==> config.mk <==
export PLATFORM = sky130hd
export DESIGN_NAME = net_tx_core
export DESIGN_NICKNAME = d
export VERILOG_FILES = /design/src/hw/net_pkg.sv /design/src/hw/ip_lease_fsm.sv /design/src/hw/tx_arbiter.sv /design/src/hw/tx_route_select.sv /design/src/hw/net_tx_core.sv
export VERILOG_INCLUDE_DIRS = /design/src /design/src/hw
export SDC_FILE = /design/constraint.sdc
export NUM_CORES = 1
export LEC_CHECK = 0
export BUFFER_PORTS_ARGS = -buffer_cell sky130_fd_sc_hd__buf_4
export CORE_AREA = 2 2 292 294
export CTS_CLUSTER_DIAMETER = 200
export CTS_CLUSTER_SIZE = 16
export DETAILED_ROUTE_END_ITERATION = 7
export DIE_AREA = 0 0 294 296
export PLACE_DENSITY = 0.43
export SLEW_MARGIN = 20
export SYNTH_ARGS = -nofsm -noshare
export SYNTH_HDL_FRONTEND = slang
export SYNTH_SLANG_ARGS = --single-unit
==> constraint.sdc <==
create_clock -name tx_clock -period 8 [get_ports tx_clock]
set_input_delay 0.8 -clock tx_clock [delete_from_list [all_inputs] [get_ports tx_clock]]
set_output_delay 0.8 -clock tx_clock [all_outputs]
set_load 0.01 [all_outputs]
==> src/hw/net_params.svh <==
`ifndef NET_PARAMS_SVH
`define NET_PARAMS_SVH

// --------------------------------------------------
// timing, all counted in tx_clock cycles or seconds
// --------------------------------------------------
`define NET_TICKS_PER_SEC      20      // cycles per second, kept short for sim
`define NET_SETTLE_SECS        1       // link settle before address acquisition
`define NET_DHCP_GIVEUP_SECS   15      // no offer by then -> link-local
`define NET_RETRY_GAP_TICKS    4       // cycles of quiet before a retransmit
`define NET_DEFAULT_LEASE_SECS 43200   // renew interval for a zero lease
`define NET_RENEW_ACK_SECS     20      // wait for ack after a renew request
`define NET_RENEW_RETRY_SECS   300     // back-off after a failed renewal
`define NET_SEC_W              18      // seconds counter width

// --------------------------------------------------
// ports and addresses
// --------------------------------------------------
`define NET_DHCP_CLIENT_PORT   16'd68
`define NET_DATA_PORT          16'd1024
`define NET_LINKLOCAL_PREFIX   16'hA9FE  // 169.254

`endif

==> src/hw/net_pkg.sv <==
`default_nettype none

package net_pkg;

  // --------------------------------------------------
  // frame sources, lowest value wins arbitration
  // --------------------------------------------------
  typedef enum logic [1:0] {
    PROTO_ARP  = 2'd0,
    PROTO_ICMP = 2'd1,
    PROTO_DHCP = 2'd2,
    PROTO_UDP  = 2'd3
  } tx_proto_e;

  // address manager states
  typedef enum logic [3:0] {
    ST_LINK_WAIT  = 4'd0,  // no link
    ST_SETTLE     = 4'd1,  // link up, letting it settle
    ST_DHCP_REQ   = 4'd2,  // fire a discover
    ST_DHCP_WAIT  = 4'd3,  // count seconds, wait for offer
    ST_DHCP_RETRY = 4'd4,  // short gap before retransmit
    ST_RUNNING    = 4'd5,  // static or link-local address
    ST_RENEW_WAIT = 4'd6,  // leased, counting down to renewal
    ST_RENEW_REQ  = 4'd7,
    ST_RENEW_ACK  = 4'd8
  } lease_state_e;

  // one remote end of a frame
  typedef struct packed {
    logic [47:0] mac;
    logic [31:0] ip;
    logic [15:0] port;
  } endpoint_t;

  // header handed to the sender
  typedef struct packed {
    endpoint_t   dest;
    logic [15:0] local_port;
    logic [15:0] length;
  } route_t;

  // request lines, field order follows priority
  typedef struct packed {
    logic arp;
    logic icmp;
    logic dhcp;
    logic udp;
  } tx_reqs_t;

endpackage

`default_nettype wire

==> src/hw/ip_lease_fsm.sv <==
`timescale 1ns/1ns
`default_nettype none

`include "net_params.svh"

module ip_lease_fsm (
  input  wire logic        tx_clock,
  input  wire logic        rst_n,
  input  wire logic        link_up,
  input  wire logic [31:0] static_ip,
  input  wire logic [47:0] local_mac,
  input  wire logic        dhcp_success,
  input  wire logic [31:0] dhcp_ip_accept,
  input  wire logic [31:0] dhcp_lease,
  output logic      [31:0] local_ip,
  output logic             network_state,   // high while no address
  output logic             dhcp_tx_request, // one-cycle pulse
  output logic             dhcp_rx_enable,
  output logic      [3:0]  dhcp_seconds     // secs field for the DHCP engine
);

  localparam int unsigned TICKS  = `NET_TICKS_PER_SEC;
  localparam int unsigned TICK_W = $clog2(TICKS + 1);
  localparam int unsigned GAP    = `NET_RETRY_GAP_TICKS;
  localparam int unsigned GAP_W  = $clog2(GAP + 1);

  net_pkg::lease_state_e     state;
  logic [TICK_W-1:0]         tick_cnt;     // seconds prescaler
  logic                      tick;         // one cycle per second
  logic [`NET_SEC_W-1:0]     sec_cnt;      // settle / renew countdown
  logic [GAP_W-1:0]          gap_cnt;      // retransmit gap, in cycles
  logic                      static_valid;
  logic [31:0]               linklocal_ip;
  logic [`NET_SEC_W-1:0]     renew_secs;

  // half the lease, saturated into the seconds counter
  function automatic logic [`NET_SEC_W-1:0] half_lease(input logic [31:0] lease);
    logic [31:0] half;
    half = lease >> 1;
    if (lease == 32'd0)
      return `NET_SEC_W'(`NET_DEFAULT_LEASE_SECS);
    else if (half > {{(32-`NET_SEC_W){1'b0}}, {`NET_SEC_W{1'b1}}})
      return {`NET_SEC_W{1'b1}};   // very long lease, clip
    else
      return half[`NET_SEC_W-1:0];
  endfunction

  assign tick         = (tick_cnt == TICK_W'(TICKS - 1));
  assign static_valid = (static_ip != 32'd0) && (static_ip != 32'hFFFF_FFFF);
  assign linklocal_ip = {`NET_LINKLOCAL_PREFIX, local_mac[15:0]};
  assign renew_secs   = half_lease(dhcp_lease);

  // --------------------------------------------------
  // acquisition and renewal
  // --------------------------------------------------
  always_ff @(posedge tx_clock or negedge rst_n) begin
    if (!rst_n) begin
      state           <= net_pkg::ST_LINK_WAIT;
      tick_cnt        <= '0;
      sec_cnt         <= '0;
      gap_cnt         <= '0;
      local_ip        <= '0;
      network_state   <= 1'b1;
      dhcp_tx_request <= 1'b0;
      dhcp_rx_enable  <= 1'b0;
      dhcp_seconds    <= '0;
    end else begin
      dhcp_tx_request <= 1'b0;                       // pulse only
      tick_cnt        <= tick ? '0 : tick_cnt + 1'b1; // free run, states may restart it

      if (state != net_pkg::ST_LINK_WAIT && !link_up) begin
        // link gone, drop the address and start over
        state          <= net_pkg::ST_LINK_WAIT;
        network_state  <= 1'b1;
        dhcp_rx_enable <= 1'b0;
      end else begin
        case (state)
          net_pkg::ST_LINK_WAIT: begin
            network_state <= 1'b1;
            if (link_up) begin
              sec_cnt  <= `NET_SEC_W'(`NET_SETTLE_SECS);
              tick_cnt <= '0;                        // settle starts on a whole second
              state    <= net_pkg::ST_SETTLE;
            end
          end

          net_pkg::ST_SETTLE: begin
            if (sec_cnt == '0) begin
              if (static_valid) begin
                local_ip      <= static_ip;
                network_state <= 1'b0;
                state         <= net_pkg::ST_RUNNING;
              end else begin
                local_ip     <= '0;                  // 0.0.0.0 while asking
                dhcp_seconds <= '0;
                tick_cnt     <= '0;
                state        <= net_pkg::ST_DHCP_REQ;
              end
            end else if (tick) begin
              sec_cnt <= sec_cnt - 1'b1;
            end
          end

          net_pkg::ST_DHCP_REQ: begin
            dhcp_tx_request <= 1'b1;
            dhcp_rx_enable  <= 1'b1;
            state           <= net_pkg::ST_DHCP_WAIT;
          end

          net_pkg::ST_DHCP_WAIT: begin
            if (dhcp_success) begin
              local_ip       <= dhcp_ip_accept;
              network_state  <= 1'b0;
              dhcp_rx_enable <= 1'b0;
              sec_cnt        <= renew_secs;
              tick_cnt       <= '0;
              state          <= net_pkg::ST_RENEW_WAIT;
            end else if (tick) begin
              dhcp_seconds <= dhcp_seconds + 1'b1;   // old value tested below
              if (dhcp_seconds == 4'd0 || dhcp_seconds == 4'd2 || dhcp_seconds == 4'd6) begin
                gap_cnt <= GAP_W'(GAP);
                state   <= net_pkg::ST_DHCP_RETRY;   // discover again at 1, 3, 7 s
              end else if (dhcp_seconds == 4'(`NET_DHCP_GIVEUP_SECS - 1)) begin
                local_ip       <= linklocal_ip;     // give up, self-assign
                network_state  <= 1'b0;
                dhcp_rx_enable <= 1'b0;
                state          <= net_pkg::ST_RUNNING;
              end
            end
          end

          net_pkg::ST_DHCP_RETRY: begin
            dhcp_rx_enable <= 1'b0;
            if (gap_cnt == '0)
              state <= net_pkg::ST_DHCP_REQ;
            else
              gap_cnt <= gap_cnt - 1'b1;
          end

          net_pkg::ST_RUNNING: begin
            network_state  <= 1'b0;
            dhcp_rx_enable <= 1'b0;
          end

          // address stays usable through the renewal states
          net_pkg::ST_RENEW_WAIT: begin
            dhcp_rx_enable <= 1'b0;
            if (sec_cnt == '0)
              state <= net_pkg::ST_RENEW_REQ;
            else if (tick)
              sec_cnt <= sec_cnt - 1'b1;
          end

          net_pkg::ST_RENEW_REQ: begin
            dhcp_tx_request <= 1'b1;
            dhcp_rx_enable  <= 1'b1;
            sec_cnt         <= `NET_SEC_W'(`NET_RENEW_ACK_SECS);
            tick_cnt        <= '0;
            state           <= net_pkg::ST_RENEW_ACK;
          end

          net_pkg::ST_RENEW_ACK: begin
            if (dhcp_success) begin
              dhcp_rx_enable <= 1'b0;
              sec_cnt        <= renew_secs;
              tick_cnt       <= '0;
              state          <= net_pkg::ST_RENEW_WAIT;
            end else if (sec_cnt == '0) begin
              dhcp_rx_enable <= 1'b0;
              sec_cnt        <= `NET_SEC_W'(`NET_RENEW_RETRY_SECS);  // no ack, back off
              tick_cnt       <= '0;
              state          <= net_pkg::ST_RENEW_WAIT;
            end else if (tick) begin
              sec_cnt <= sec_cnt - 1'b1;
            end
          end

          default: state <= net_pkg::ST_LINK_WAIT;
        endcase
      end
    end
  end

endmodule

`default_nettype wire

==> src/hw/tx_arbiter.sv <==
`timescale 1ns/1ns
`default_nettype none

module tx_arbiter (
  input  wire logic             tx_clock,
  input  wire logic             rst_n,
  input  wire net_pkg::tx_reqs_t reqs,
  input  wire logic             sender_busy,
  output net_pkg::tx_proto_e    proto,
  output logic                  tx_ready,
  output logic                  tx_start
);

  net_pkg::tx_proto_e pick;
  logic               pick_valid;

  // fixed priority, arp first
  always_comb begin
    pick_valid = 1'b1;
    if (reqs.arp)
      pick = net_pkg::PROTO_ARP;
    else if (reqs.icmp)
      pick = net_pkg::PROTO_ICMP;
    else if (reqs.dhcp)
      pick = net_pkg::PROTO_DHCP;
    else begin
      pick       = net_pkg::PROTO_UDP;
      pick_valid = reqs.udp;   // nothing asked
    end
  end

  // --------------------------------------------------
  // ready -> start -> wait for busy
  // --------------------------------------------------
  always_ff @(posedge tx_clock or negedge rst_n) begin
    if (!rst_n) begin
      proto    <= net_pkg::PROTO_ARP;
      tx_ready <= 1'b0;
      tx_start <= 1'b0;
    end else if (tx_start && sender_busy) begin
      tx_ready <= 1'b0;        // sender has it, back to idle
      tx_start <= 1'b0;
    end else if (tx_ready) begin
      tx_start <= 1'b1;        // held until busy
    end else if (pick_valid) begin
      proto    <= pick;        // only sampled while idle
      tx_ready <= 1'b1;
    end
  end

endmodule

`default_nettype wire

==> src/hw/tx_route_select.sv <==
`timescale 1ns/1ns
`default_nettype none

`include "net_params.svh"

module tx_route_select (
  input  wire logic               tx_clock,
  input  wire logic               rst_n,
  input  wire logic               run,
  input  wire net_pkg::tx_proto_e proto,
  input  wire logic               tx_start,
  input  wire net_pkg::endpoint_t arp_dest,
  input  wire net_pkg::endpoint_t icmp_dest,
  input  wire net_pkg::endpoint_t dhcp_dest,
  input  wire net_pkg::endpoint_t udp_dest,
  input  wire logic [15:0]        icmp_length,
  input  wire logic [15:0]        dhcp_length,
  input  wire logic [15:0]        udp_length,
  output net_pkg::route_t         route,
  output logic                    udp_tx_enable,
  output logic                    arp_tx_enable,
  output logic                    icmp_tx_enable
);

  localparam logic [15:0] ARP_LENGTH = 16'd28;  // fixed arp payload

  net_pkg::endpoint_t udp_held;   // udp peer frozen while running

  // --------------------------------------------------
  // udp destination, tracks input until run rises
  // --------------------------------------------------
  always_ff @(posedge tx_clock or negedge rst_n) begin
    if (!rst_n)
      udp_held <= '0;
    else if (!run)
      udp_held <= udp_dest;
  end

  // header for the granted source
  always_comb begin
    route.local_port = `NET_DATA_PORT;
    case (proto)
      net_pkg::PROTO_ARP: begin
        route.dest   = arp_dest;
        route.length = ARP_LENGTH;
      end
      net_pkg::PROTO_ICMP: begin
        route.dest   = icmp_dest;
        route.length = icmp_length;
      end
      net_pkg::PROTO_DHCP: begin
        route.dest       = dhcp_dest;
        route.length     = dhcp_length;
        route.local_port = `NET_DHCP_CLIENT_PORT;   // client side of bootp
      end
      default: begin
        route.dest   = udp_held;
        route.length = udp_length;
      end
    endcase
  end

  // source enables, dhcp rides on the udp sender
  assign udp_tx_enable  = tx_start && (proto == net_pkg::PROTO_UDP ||
                                       proto == net_pkg::PROTO_DHCP);
  assign arp_tx_enable  = tx_start && (proto == net_pkg::PROTO_ARP);
  assign icmp_tx_enable = tx_start && (proto == net_pkg::PROTO_ICMP);

endmodule

`default_nettype wire

==> src/hw/net_tx_core.sv <==
`timescale 1ns/1ns
`default_nettype none

module net_tx_core (
  input  wire logic               tx_clock,
  input  wire logic               rst_n,
  // address manager
  input  wire logic               link_up,
  input  wire logic [31:0]        static_ip,
  input  wire logic [47:0]        local_mac,
  input  wire logic               dhcp_success,
  input  wire logic [31:0]        dhcp_ip_accept,
  input  wire logic [31:0]        dhcp_lease,
  output logic      [31:0]        local_ip,
  output logic                    network_state,
  output logic                    dhcp_tx_request,
  output logic                    dhcp_rx_enable,
  output logic      [3:0]         dhcp_seconds,
  // frame sources
  input  wire logic               arp_tx_request,
  input  wire logic               icmp_tx_request,
  input  wire logic               udp_tx_request,
  input  wire logic               sender_busy,
  input  wire logic               run,
  input  wire net_pkg::endpoint_t arp_dest,
  input  wire net_pkg::endpoint_t icmp_dest,
  input  wire net_pkg::endpoint_t dhcp_dest,
  input  wire net_pkg::endpoint_t udp_dest,
  input  wire logic [15:0]        icmp_length,
  input  wire logic [15:0]        dhcp_length,
  input  wire logic [15:0]        udp_length,
  // to the sender
  output net_pkg::tx_proto_e      proto,
  output logic                    tx_ready,
  output logic                    tx_start,
  output net_pkg::route_t         route,
  output logic                    udp_tx_enable,
  output logic                    arp_tx_enable,
  output logic                    icmp_tx_enable
);

  net_pkg::tx_reqs_t reqs;

  // field order arp, icmp, dhcp, udp
  assign reqs = {arp_tx_request, icmp_tx_request, dhcp_tx_request, udp_tx_request};

  // --------------------------------------------------
  // address acquisition
  // --------------------------------------------------
  ip_lease_fsm u_lease (
    .tx_clock        (tx_clock),
    .rst_n           (rst_n),
    .link_up         (link_up),
    .static_ip       (static_ip),
    .local_mac       (local_mac),
    .dhcp_success    (dhcp_success),
    .dhcp_ip_accept  (dhcp_ip_accept),
    .dhcp_lease      (dhcp_lease),
    .local_ip        (local_ip),
    .network_state   (network_state),
    .dhcp_tx_request (dhcp_tx_request),
    .dhcp_rx_enable  (dhcp_rx_enable),
    .dhcp_seconds    (dhcp_seconds)
  );

  // --------------------------------------------------
  // transmit dispatch
  // --------------------------------------------------
  tx_arbiter u_arb (
    .tx_clock    (tx_clock),
    .rst_n       (rst_n),
    .reqs        (reqs),
    .sender_busy (sender_busy),
    .proto       (proto),
    .tx_ready    (tx_ready),
    .tx_start    (tx_start)
  );

  tx_route_select u_route (
    .tx_clock       (tx_clock),
    .rst_n          (rst_n),
    .run            (run),
    .proto          (proto),
    .tx_start       (tx_start),
    .arp_dest       (arp_dest),
    .icmp_dest      (icmp_dest),
    .dhcp_dest      (dhcp_dest),
    .udp_dest       (udp_dest),
    .icmp_length    (icmp_length),
    .dhcp_length    (dhcp_length),
    .udp_length     (udp_length),
    .route          (route),
    .udp_tx_enable  (udp_tx_enable),
    .arp_tx_enable  (arp_tx_enable),
    .icmp_tx_enable (icmp_tx_enable)
  );

endmodule

`default_nettype wire

* Word-level counts from Yosys, hierarchy flattened *
Index checks and enable logic that the tools add are counted.

word-level totals
  bits of input ports = 585
  logic and storage cells = 173
  register bits after elaboration = 169

cells by class
  mux-type cells = 76
  equality and inequality tests = 39
  bitwise gates (word level) = 3
  order comparisons = 1
  add/sub/neg operators = 4
  reduce and logical (&&, ||, !) cells = 35

operator list
  operator                                                                            number
  96-bit one-hot mux with 3 select lines                                              1
  32-bit 2-to-1 mux                                                                   6
  18-bit 2-to-1 mux                                                                   8
  18-bit one-hot mux with 5 select lines                                              1
  32-bit one-hot mux with 2 select lines                                              1
  4-bit 2-to-1 mux                                                                    15
  16-bit one-hot mux with 3 select lines                                              1
  5-bit 2-to-1 mux                                                                    8
  4-bit one-hot mux with 9 select lines                                               1
  32-bit zero test                                                                    1
  32-bit inequality test (second input constant)                                      1
  32-bit nonzero test                                                                 1
  31-bit by 18-bit greater-than comparator with 1-bit output (second input constant)  1
  5-bit one-hot mux with 5 select lines                                               1
  6-bit AND reduction                                                                 4
  1-bit 2-to-1 mux                                                                    21
  4-bit by 3-bit == test with 1-bit output (second input constant)                    5
  18-bit zero test                                                                    1
  18-bit by 1-bit subtractor with 18-bit output (second input constant)               1
  3-bit 2-to-1 mux                                                                    5
  5-bit nonzero test                                                                  3
  4-bit by 2-bit == test with 1-bit output (second input constant)                    3
  2-bit inequality test (second input constant)                                       6
  3-bit by 1-bit inequality test with 1-bit output (second input constant)            4
  33 further kinds                                                                    58

* Depth between registers and ports, before layout *
Gate-level depths: netlist of the first run.

  word-level depth = 8
  gate-level depth with buffers = 9
  depth with buffers taken out = 8

* By module *
From an unflattened synthesis of the first run, not the netlist that was laid out.

unflattened totals
  cells, all modules = 950
  area, all modules = 11101.9 um^2

by module, submodules not included
  module           instances  seq. area each (um^2)  cells an instance  area an instance (um^2)
  tx_route_select  1          2402.3                 378                6337.3
  ip_lease_fsm     1          1727.9                 555                4585.6
  tx_arbiter       1          100.1                  17                 178.9

* Least setup slack after synthesis of the first run *
OpenSTA, ideal clock, no wires.

  path type = reg2out
  start = reg u_arb.proto[0]
  end = out route[107] (netlist name)
  arrival = 2.260 ns
  cell stages (with the launch flop) = 5
  path slack = 4.940 ns
  required time = 7.200 ns
  cells stage by stage = dfrtp_1 -> clkbuf_1 -> buf_1 -> buf_1 -> mux4_2

RTL lines
  what                    RTL line           source
  start, declared         tx_arbiter.sv:9    output net_pkg::tx_proto_e proto,
  start signal, assigned  tx_arbiter.sv:37   proto <= net_pkg::PROTO_ARP;
  start signal, assigned  tx_arbiter.sv:46   proto <= pick;
  end, declared           net_tx_core.sv:36  output net_pkg::route_t route,

==> impl_metrics.json, run 1 <==
{
  "clockRootBuffer": "clkbuf_16",
  "start_kind": "flip-flop",
  "crit_chain": "buf_4, mux4_2, buf_4",
  "endpoint_kind": "output port",
  "cp_common_cell": "buf_4",
  "vias": 11560,
  "wl_met2_um": 37460,
  "yosysTopAreaCellShare": 0.3788,
  "peakVddDrop_mv": 0.1572,
  "crit_buf_inv": 2,
  "min_period_over_period": 0.4802,
  "path_delay_family": "buffers and inverters",
  "rrSetupSlack_ns": 4.66,
  "layout_commonest_cell": "buf_4",
  "firstDrtPassIters": 4,
  "vias_per_cell": 4.207,
  "io_buffer_count": 713,
  "synth_area_um2": 11100,
  "rsz0062_at_grt": "no",
  "wl_per_cell_um": 27.56,
  "hold_class": "input port to asynchronous set/reset pin",
  "core_area_um2": 84210,
  "finClkSkew_ns": 0.01163,
  "io-pin-count": 759,
  "status": "finished clean",
  "layout_common_cells": "buf_4, dfrtp_1, mux2_2",
  "synth_ff_type": "dfrtp_1",
  "die_h_um": 296,
  "yosysSeqAreaShare": 0.3812,
  "worstSetupPathType": "flip-flop to output port",
  "final_nets": 2229,
  "wirelength_um": 75700,
  "grt_pass1_wl_um": 98080,
  "path_max_fanout": 42,
  "yosysWarnings": 0,
  "reg2reg_from": "u_lease.sec_cnt[7]$_DFFE_PN0P_",
  "drive_above_1_share": 0.6000,
  "grt-ovfl-total": 0,
  "cellPowerDensity_nw_per_um2": 267.5,
  "yosys-top-cells-area": "dfrtp_1, mux4_2, mux2_2",
  "critPathLaunch": "u_arb.proto[0]$_DFFE_PN0P_",
  "setup_viol": 0,
  "max_stage_delay_ns": 0.88,
  "post_cts_buffers": 0,
  "async_flop_share": 1.000,
  "arrival_ns": 3.04,
  "initialDrtViolationCount": 571,
  "grt_usage": 0.1663,
  "finalHoldViolations": 0,
  "layout_min_cycle_time_ns": 3.842,
  "r2r_end": "u_lease.sec_cnt[14]$_DFFE_PN0P_",
  "reg2reg_depth": 5,
  "cts_buffers": 17,
  "place_congestion": 0.9145,
  "grt_pass1_vias": 11710,
  "drv_cap": 0,
  "cts_tree": "built",
  "cp.required_ns": 7.20,
  "finalPower_uw": 4868,
  "core.rowCount": 107,
  "highest_layer": "met5",
  "slowest_stage": "dfrtp_4",
  "p_leak_uw": 0.008023,
  "fillers": 9188,
  "cts_max_level": 4,
  "relSlewSlack": 0.3059,
  "cts_resized": 0,
  "cts_hold_buf": 0,
  "die_area_um2": 87020,
  "synth.distinct_cells": 77,
  "drc": 0,
  "antenna_found_initial": 59,
  "numClockSinks": 169,
  "wl_met1_um": 28030,
  "worst_pin_slew_ns": 1.041,
  "dr_wl_met3_um": 7989,
  "synth-edff-count": 0,
  "synth_area_per_cell_um2": 11.43,
  "cts_buffer_depth": 2,
  "dp_hpwl_um": 63700,
  "clkTransAtPathRegs_ns": 0.08,
  "initial_core_util": 0.1318,
  "tns_ns": 0,
  "grt_max_degree": 75,
  "clk-insertion-delay-late_ns": 0.49,
  "ant_nets": 0,
  "chipWidth_um": 294,
  "syn_to_final_growth_pct": 63.99,
  "synth-seq-cells": 169,
  "max_freq_mhz": 260.3,
  "slew_violations": 0,
  "yosysTopAreaCell": "dfrtp_1",
  "synthesis.instances": 971
}
==> worst max-delay path by stage <==
stage / endpoint / cells past startpoint
after floorplan: route[107] / 4
after global placement: route[39] / 3
after detailed placement: route[33] / 3
after CTS: route[33] / 3
after global routing: route[33] / 3
final: route[48] / 3
==> metal layers <==
metal,global-route usage,vias to the layer above
li1,-,5074
met4,0.06085,62
met1,0.1818,5739
met2,0.2807,551
met3,0.07839,130
met5,0,-
==> stage by stage <==
stage	setup WS [ns]	area [um^2]	utilization	instances	hold WS, ns
2_1_floorplan	4.940	11140	-	983	0.4437
3_3_place_gp	4.583	17600	0.2091	2708	0.4642
3_5_place_dp	4.551	17610	0.2091	2708	0.4697
4_1_cts	3.976	18180	0.2159	2740	0.2723
5_1_grt	3.898	18200	0.2161	2747	0.3078
6_report	4.158	18200	0.2161	2747	0.2982
==> worst register-to-register path: cells and delay by family (launching register included) <==
kind	cells	cell delay, ns
DFF	1	0.44
and+or+nand+nor	3	1.46
AOI/OAI and AO/OA	2	1.32
==> registers in the layout, indices dropped and copies added (netlist names) <==
signal	cells
u_route.udp_held	96
u_lease.local_ip	32
u_lease.sec_cnt	18
u_lease.tick_cnt	5
u_lease.dhcp_seconds	4
u_lease.state	4
u_lease.gap_cnt	3
u_arb.proto	2
u_arb.tx_ready	1
u_arb.tx_start	1
u_lease.dhcp_rx_enable	1
u_lease.dhcp_tx_request	1
u_lease.network_state	1
==> cell usage after synthesis (all sizes together), types with 2 or more instances <==
cell,n
o21ai,69
nor2b,7
a311oi,2
xor2,3
nor2,63
and3,3
nor4bb,2
a22oi,2
a31o,2
mux2,112
o41ai,2
a32oi,5
o221ai,2
nand3b,2
o211ai,10
or3,6
a21oi,37
o2bb2ai,2
buf,36
nand2,63
or4,5
or2,5
ha,7
dfrtp,168
a211o,2
nand4bb,3
nand3,8
mux2i,23
or3b,2
and2,4
a31oi,22
or4b,3
nor3,17
a22o,17
a211oi,4
clkbuf,53
o21a,6
nor4,19
xnor2,2
nand4,11
o31ai,15
o311ai,2
nand2b,11
inv,17
mux4,96
==> report_power, final <==
part / internal, uW / switching, uW / total [uW]
logic: 1280 / 1400 / 2690
clock network: 415 / 466 / 882
registers: 1040 / 257 / 1300
==> cell families after synthesis <==
| family | synth area share |
|---|---|
| adders and majority gates | 0.008793 |
| muxes | 0.3299 |
| xor gates and xnor gates | 0.003947 |
| and+or+nand+nor | 0.1091 |
| AOI/OAI and AO/OA | 0.1253 |
| buffers and inverters | 0.04149 |
| other | 0.0003379 |
| DFF | 0.3812 |
==> area by class of cell <==
type	instances	area [um^2]	area share
diodes	7	17.52	0.0009625
multi-input cells	708	6499	0.3571
flip-flops and latches	169	4238	0.2328
clock buffers	17	425.4	0.02337
clock inverters	15	150.1	0.008250
inverters	17	63.81	0.003506
repair buffers	724	5443	0.2991
well taps	1090	1364	0.07493
(Power assumes the default switching activity.)
==> inputs of run 2 (changes only) <==
--- a/config.mk
+++ b/config.mk
@@ -7,11 +7,11 @@
 export NUM_CORES = 1
 export LEC_CHECK = 0
 export BUFFER_PORTS_ARGS = -buffer_cell sky130_fd_sc_hd__buf_4
-export CORE_AREA = 2 2 292 294
+export CORE_AREA = 2 2 299 301
 export CTS_CLUSTER_DIAMETER = 200
 export CTS_CLUSTER_SIZE = 16
 export DETAILED_ROUTE_END_ITERATION = 7
-export DIE_AREA = 0 0 294 296
+export DIE_AREA = 0 0 301 303
 export PLACE_DENSITY = 0.43
 export SLEW_MARGIN = 20
 export SYNTH_ARGS = -nofsm -noshare
==> constraint.sdc (replaced) <==
create_clock -name tx_clock -period 3.5 [get_ports tx_clock]
set_input_delay 0.35 -clock tx_clock [delete_from_list [all_inputs] [get_ports tx_clock]]
set_output_delay 0.35 -clock tx_clock [all_outputs]
set_load 0.01 [all_outputs]
==> run 2 against run 1 <==
Global-route usage is 2.1 points lower. Utilization is 0.51 points lower. Critical path depth is 3 higher. Sequential share of layout area is 0.46 points lower. Non-clock buffer count is 26 higher.
==> impl_metrics.json, run 2 (same netlist as run 1, synthesis figures left out) <==
{
  "status": "finished clean",
  "grt-ovfl-total": 0,
  "initialDrtViolationCount": 802,
  "crit_chain": "or4_4, or4_1, nor2_2, a21oi_1, a22oi_1, o21ai_0",
  "grt_pass1_vias": 11530,
  "max_stage_delay_ns": 0.58,
  "layout_common_cells": "buf_4, dfrtp_1, mux2_2",
  "finClkSkew_ns": 0.01871,
  "antenna_found_initial": 19,
  "largestRegisters": "u_route.udp_held x96, u_lease.local_ip x32, u_lease.sec_cnt x18",
  "whs_ns": 0.08422,
  "peakVddDrop_mv": 0.4338,
  "finalHoldViolations": 0,
  "r2r_end": "u_lease.sec_cnt[8]$_DFFE_PN0P_",
  "final_nets": 2255,
  "rrSetupSlack_ns": 0.51,
  "grt_max_degree": 68,
  "worst_pin_slew_ns": 0.9338,
  "ant_nets": 0,
  "setup_viol": 0,
  "regMostFlops": "u_route.udp_held",
  "cts_buffers": 17,
  "drv_cap": 0,
  "slew_violations": 0,
  "numClockSinks": 169,
  "wl_per_cell_um": 24.48,
  "preCtsSetupSlack_ns": 0.5400,
  "cts_buffer_depth": 2,
  "core_area_um2": 87970,
  "cts_tree": "built",
  "die_h_um": 303,
  "dp_hpwl_um": 58860,
  "min_period_over_period": 0.8536,
  "firstDrtPassIters": 5,
  "reg2reg_depth": 6,
  "post_cts_buffers": 0,
  "layout_commonest_cell": "buf_4",
  "relSlewSlack": 0.3775,
  "grt_pass1_wl_um": 91830,
  "grt_usage": 0.1456,
  "cp.required_ns": 3.85,
  "rsz0062_at_grt": "no",
  "slowest_stage": "or4_1",
  "setup_ws_ns": 0.5125,
  "final-seq-area_um2": 4238,
  "whs_endpoint": "u_route.udp_held[47]$_DFFE_PN0N_",
  "cts_max_level": 4,
  "vias": 11550,
  "multi_input_area_um2": 6499,
  "wirelength_um": 69640,
  "io_buffer_count": 713,
  "clockRootBuffer": "clkbuf_16",
  "path_max_fanout": 10,
  "drc": 0,
  "layout_min_cycle_time_ns": 2.988,
  "io-pin-count": 759,
  "tns_ns": 0,
  "initial_core_util": 0.1262,
  "cellPowerDensity_nw_per_um2": 614.3,
  "syn_to_final_growth_pct": 67.27,
  "hold_class": "input port to flip-flop",
  "p_leak_uw": 0.008189,
  "chipWidth_um": 301,
  "arrival_ns": 3.33,
  "finalPower_uw": 11400,
  "place_congestion": 0.8962,
  "fillers": 9617,
  "vias_per_cell": 4.060,
  "holdPathStages": 2,
  "drive_above_1_share": 0.6032,
  "hold_start": "udp_dest[47]",
  "cts_resized": 0,
  "max_freq_mhz": 334.7,
  "largest_reg_flops": 96,
  "endpoint_kind": "flip-flop",
  "die_area_um2": 91200,
  "start_kind": "flip-flop",
  "reg2reg_from": "u_lease.sec_cnt[6]$_DFFE_PN0P_",
  "core.rowCount": 109,
  "clkTransAtPathRegs_ns": 0.08,
  "worstSetupPathType": "flip-flop to flip-flop",
  "clk-insertion-delay-late_ns": 0.49
}
## run 2: layout make-up
| type | instances | share of cell area |
|---|---|---|
| Multi-Input combinational cell | 708 | 0.3501 |
| Timing Repair Buffer | 750 | 0.3067 |
| Sequential cell | 169 | 0.2283 |
| Tap cell | 1165 | 0.07852 |
| Clock buffer | 17 | 0.02292 |
| Clock inverter | 15 | 0.009503 |
| Inverter | 17 | 0.003437 |
| Antenna cell | 4 | 0.0005392 |
## run 2: through the flow
stage	cell area, um^2	util	instances
6_report	18560	0.2110	2845
5_1_grt	18560	0.2110	2845
4_1_cts	18550	0.2109	2841
3_5_place_dp	17920	0.2037	2806
3_3_place_gp	17920	0.2037	2806
2_1_floorplan	11140	-	983
## run 2: timing repair
action	CTS	global route
setup endpoints to repair	0	0
endpoints found under the hold margin	48	0
hold buffers	3	0
## run 2: critical path: cells and delay by family, from the launching register on
family,cells,cell delay (ns)
AOI/OAI and AO/OA,3,0.79
and+or+nand+nor,3,1.59
DFF,1,0.46
## run 2: power by group
part / switching, uW / internal [uW] / total (uW) / leakage (uW)
Sequential: 494 / 2390 / 2880 / 0.00206
Clock: 1030 / 1030 / 2050 / 0.000294
Combinational: 3400 / 3070 / 6470 / 0.00583
Total: 4920 / 6480 / 11400 / 0.00819
## run 2: worst max path at each step
stage | from | depth (start not counted) | endpoint
floorplan | u_lease.sec_cnt[7]$_DFFE_PN0P_ | 8 | u_lease.state[0]$_DFFE_PN0P_
finish | u_lease.sec_cnt[6]$_DFFE_PN0P_ | 6 | u_lease.sec_cnt[8]$_DFFE_PN0P_
CTS | u_arb.proto[0]$_DFFE_PN0P_ | 3 | route[60]
global route | u_lease.sec_cnt[7]$_DFFE_PN0P_ | 6 | u_lease.sec_cnt[8]$_DFFE_PN0P_
global placement | u_lease.sec_cnt[7]$_DFFE_PN0P_ | 6 | u_lease.sec_cnt[8]$_DFFE_PN0P_
detailed placement | u_lease.sec_cnt[7]$_DFFE_PN0P_ | 6 | u_lease.sec_cnt[8]$_DFFE_PN0P_
## run 2: per-layer routing
layer,part of all wire,GRT usage
met5,0.0011,0
met3,0.090,0.05349
met4,0.022,0.03956
met2,0.50,0.2464
met1,0.39,0.1730
==> inputs of run 3 (changes only) <==
--- a/config.mk
+++ b/config.mk
@@ -16,4 +16,5 @@
 export SLEW_MARGIN = 20
 export SYNTH_ARGS = -nofsm -noshare
 export SYNTH_HDL_FRONTEND = slang
+export SYNTH_HIERARCHICAL = 1
 export SYNTH_SLANG_ARGS = --single-unit
==> run 3 against run 2 <==
Cell count decreased by 0.81%. Wire length fell by 8.5%. Final area is 0.90% lower. Clock skew fell by 0.0051 ns. Sequential cell count did not move. Sequential power fell by 3%. Global-route usage shrank 1.3 points.
==> impl_metrics.json, run 3 <==
{
  "power_switching_uw": 4402,
  "final_nets": 2232,
  "vias": 11320,
  "cp.required_ns": 3.86,
  "clockRootBuffer": "clkbuf_16",
  "largestRegisters": "u_route/udp_held x96, u_lease/local_ip x32, u_lease/sec_cnt x18",
  "wirelength_um": 63720,
  "endpoint_kind": "flip-flop",
  "setup_viol": 0,
  "synth.distinct_cells": 77,
  "die_h_um": 303,
  "max_stage_delay_ns": 0.50,
  "cts_buffers": 17,
  "synth_area_per_cell_um2": 11.69,
  "cts_max_level": 4,
  "layout_min_cycle_time_ns": 3.000,
  "synth_commonest_cells": "dfrtp_1, mux2_2, mux4_2",
  "whs_endpoint": "u_route/udp_held[2]$_DFFE_PN0N_",
  "numClockSinks": 169,
  "synthesis.instances": 950,
  "placed_area_um2": 17810,
  "io-pin-count": 759,
  "async_flop_share": 1.000,
  "finClkSkew_ns": 0.01358,
  "io_buffer_count": 713,
  "antenna_found_initial": 27,
  "peakVddDrop_mv": 0.3666,
  "place_inst": 2784,
  "slew_violations": 0,
  "p_comb_frac": 0.557,
  "initial_core_util": 0.1262,
  "relSlewSlack": 0.3380,
  "reg2reg_depth": 8,
  "place_congestion": 0.8770,
  "core_area_um2": 87970,
  "cts_tree": "built",
  "worst_pin_slew_ns": 0.9930,
  "rrSetupSlack_ns": 0.50,
  "start_kind": "flip-flop",
  "grt_pass1_vias": 11820,
  "tns_ns": 0,
  "crit_chain": "inv_1, ha_1, nor4b_2, nand3b_1, nor2_2, o2111ai_4, a221oi_1, a21oi_1",
  "yosysWarnings": 6,
  "core.rowCount": 109,
  "fin_util": 0.2091,
  "cts_buffer_depth": 2,
  "layout_commonest_cell": "buf_4",
  "arrival_ns": 3.36,
  "rsz0062_at_grt": "no",
  "drive_above_1_share": 0.6062,
  "worstSetupPathType": "flip-flop to flip-flop",
  "grt_usage": 0.1330,
  "p_int_uw": 6267,
  "slowest_stage": "o2111ai_4",
  "synth_area_um2": 11100,
  "min_period_over_period": 0.8571,
  "status": "finished clean",
  "hold_start": "udp_dest[2]",
  "largest_reg_flops": 96,
  "grt-ovfl-total": 0,
  "cts_resized": 0,
  "grt_max_degree": 74,
  "die_area_um2": 91200,
  "syn_to_final_growth_pct": 65.72,
  "chipWidth_um": 301,
  "reg2reg_from": "u_lease/sec_cnt[0]$_DFFE_PN0P_",
  "vias_per_cell": 4.012,
  "cellPowerDensity_nw_per_um2": 579.9,
  "drv_cap": 0,
  "max_freq_mhz": 333.3,
  "clkTransAtPathRegs_ns": 0.08,
  "yosysTopAreaCellShare": 0.3787,
  "path_max_fanout": 33,
  "ant_nets": 0,
  "final_cells": 2822,
  "clk-insertion-delay-late_ns": 0.49,
  "path_delay_family": "simple AND/OR/NAND/NOR gates",
  "yosys-top-cells-area": "dfrtp_1, mux4_2, mux2_2",
  "synth-seq-cells": 169,
  "wl_per_cell_um": 22.58,
  "synth_ff_type": "dfrtp_1",
  "finalHoldViolations": 0,
  "hold_class": "input port to flip-flop",
  "drc": 0,
  "dp_hpwl_um": 53960,
  "firstDrtPassIters": 5,
  "crit_buf_inv": 1,
  "r2r_end": "u_lease/local_ip[25]$_DFFE_PN0P_",
  "holdPathStages": 2,
  "grt_pass1_wl_um": 86150,
  "synth-edff-count": 0,
  "p_sw_frac": 0.4126,
  "seqPwrFrac": 0.262,
  "p_leak_uw": 0.008136,
  "fin_area_um2": 18400,
  "yosysTopAreaCell": "dfrtp_1",
  "initialDrtViolationCount": 678,
  "layout_common_cells": "buf_4, dfrtp_1, mux2_2",
  "regMostFlops": "u_route/udp_held",
  "yosysSeqAreaShare": 0.3810,
  "yosysMostFrequentCell": "dfrtp_1",
  "pwr-share-clk": 0.180
}
## run 3: worst max-delay path by stage
| stage | from | to | slack (ns) | cells past startpoint |
|---|---|---|---|---|
| floorplan | u_lease/sec_cnt[0]$_DFFE_PN0P_ | u_lease/local_ip[30]$_DFFE_PN0P_ | 1.28 | 9 |
| global placement | u_lease/sec_cnt[0]$_DFFE_PN0P_ | u_lease/local_ip[27]$_DFFE_PN0P_ | 0.62 | 9 |
| detailed placement | u_lease/sec_cnt[0]$_DFFE_PN0P_ | u_lease/local_ip[25]$_DFFE_PN0P_ | 0.56 | 8 |
| CTS | u_lease/sec_cnt[0]$_DFFE_PN0P_ | u_lease/local_ip[25]$_DFFE_PN0P_ | 0.56 | 8 |
| global route | u_lease/sec_cnt[0]$_DFFE_PN0P_ | u_lease/local_ip[25]$_DFFE_PN0P_ | 0.28 | 8 |
| finish | u_lease/sec_cnt[0]$_DFFE_PN0P_ | u_lease/local_ip[25]$_DFFE_PN0P_ | 0.50 | 8 |
## run 3: power groups by stage
stage / combinational (uW) / sequential (uW) / clock, uW
global route: 6410 / 2860 / 2110
CTS: 6020 / 2800 / 2050
finish: 5950 / 2800 / 1920
detailed placement: 6000 / 2830 / 0
global placement: 5960 / 2820 / 0
floorplan: 3250 / 2720 / 0
## run 3: repair_timing
item,4_1_cts,5_1_grt
setup endpoints to repair,0,0
hold buffers,2,0
hold endpoints to repair,66,0
setup buffers,0,0
## run 3: layout make-up
| class | instances | area (um^2) |
|---|---|---|
| antenna | 4 | 10.01 |
| clock buffer | 17 | 425.4 |
| clock inverter | 15 | 131.4 |
| fill | 9607 | 69570 |
| inverter | 26 | 97.59 |
| multi-input combinational | 683 | 6374 |
| sequential | 169 | 4238 |
| tap | 1165 | 1458 |
| timing repair buffer | 743 | 5664 |
## run 3: stage by stage
step,worst slack [ns],hold slack (ns),total power [uW]
global placement,0.6157,0.4095,8777
global route,0.2811,0.02695,11370
detailed placement,0.5587,0.4142,8833
CTS,0.5618,0.02667,10880
finish,0.5001,0.08645,10670
floorplan,1.280,0.05441,5971
## run 3: per-layer routing
metal  part of all wire  wire length (um)  global-route usage
met5             0.0015                96                   0
met4              0.016              1027             0.02950
met3               0.11              6856             0.06144
met1               0.38             24510              0.1531
met2               0.49             31230              0.2247
## run 3: cells by family after synthesis
family / Yosys count / share of synthesized area
xor gates and xnor gates: 8 / 0.006311
and+or+nand+nor: 219 / 0.1009
adders and majority gates: 7 / 0.007889
AOI/OAI and AO/OA: 207 / 0.1252
muxes: 229 / 0.3273
buffers and inverters: 110 / 0.05105
other: 1 / 0.0003378
DFF: 169 / 0.3810
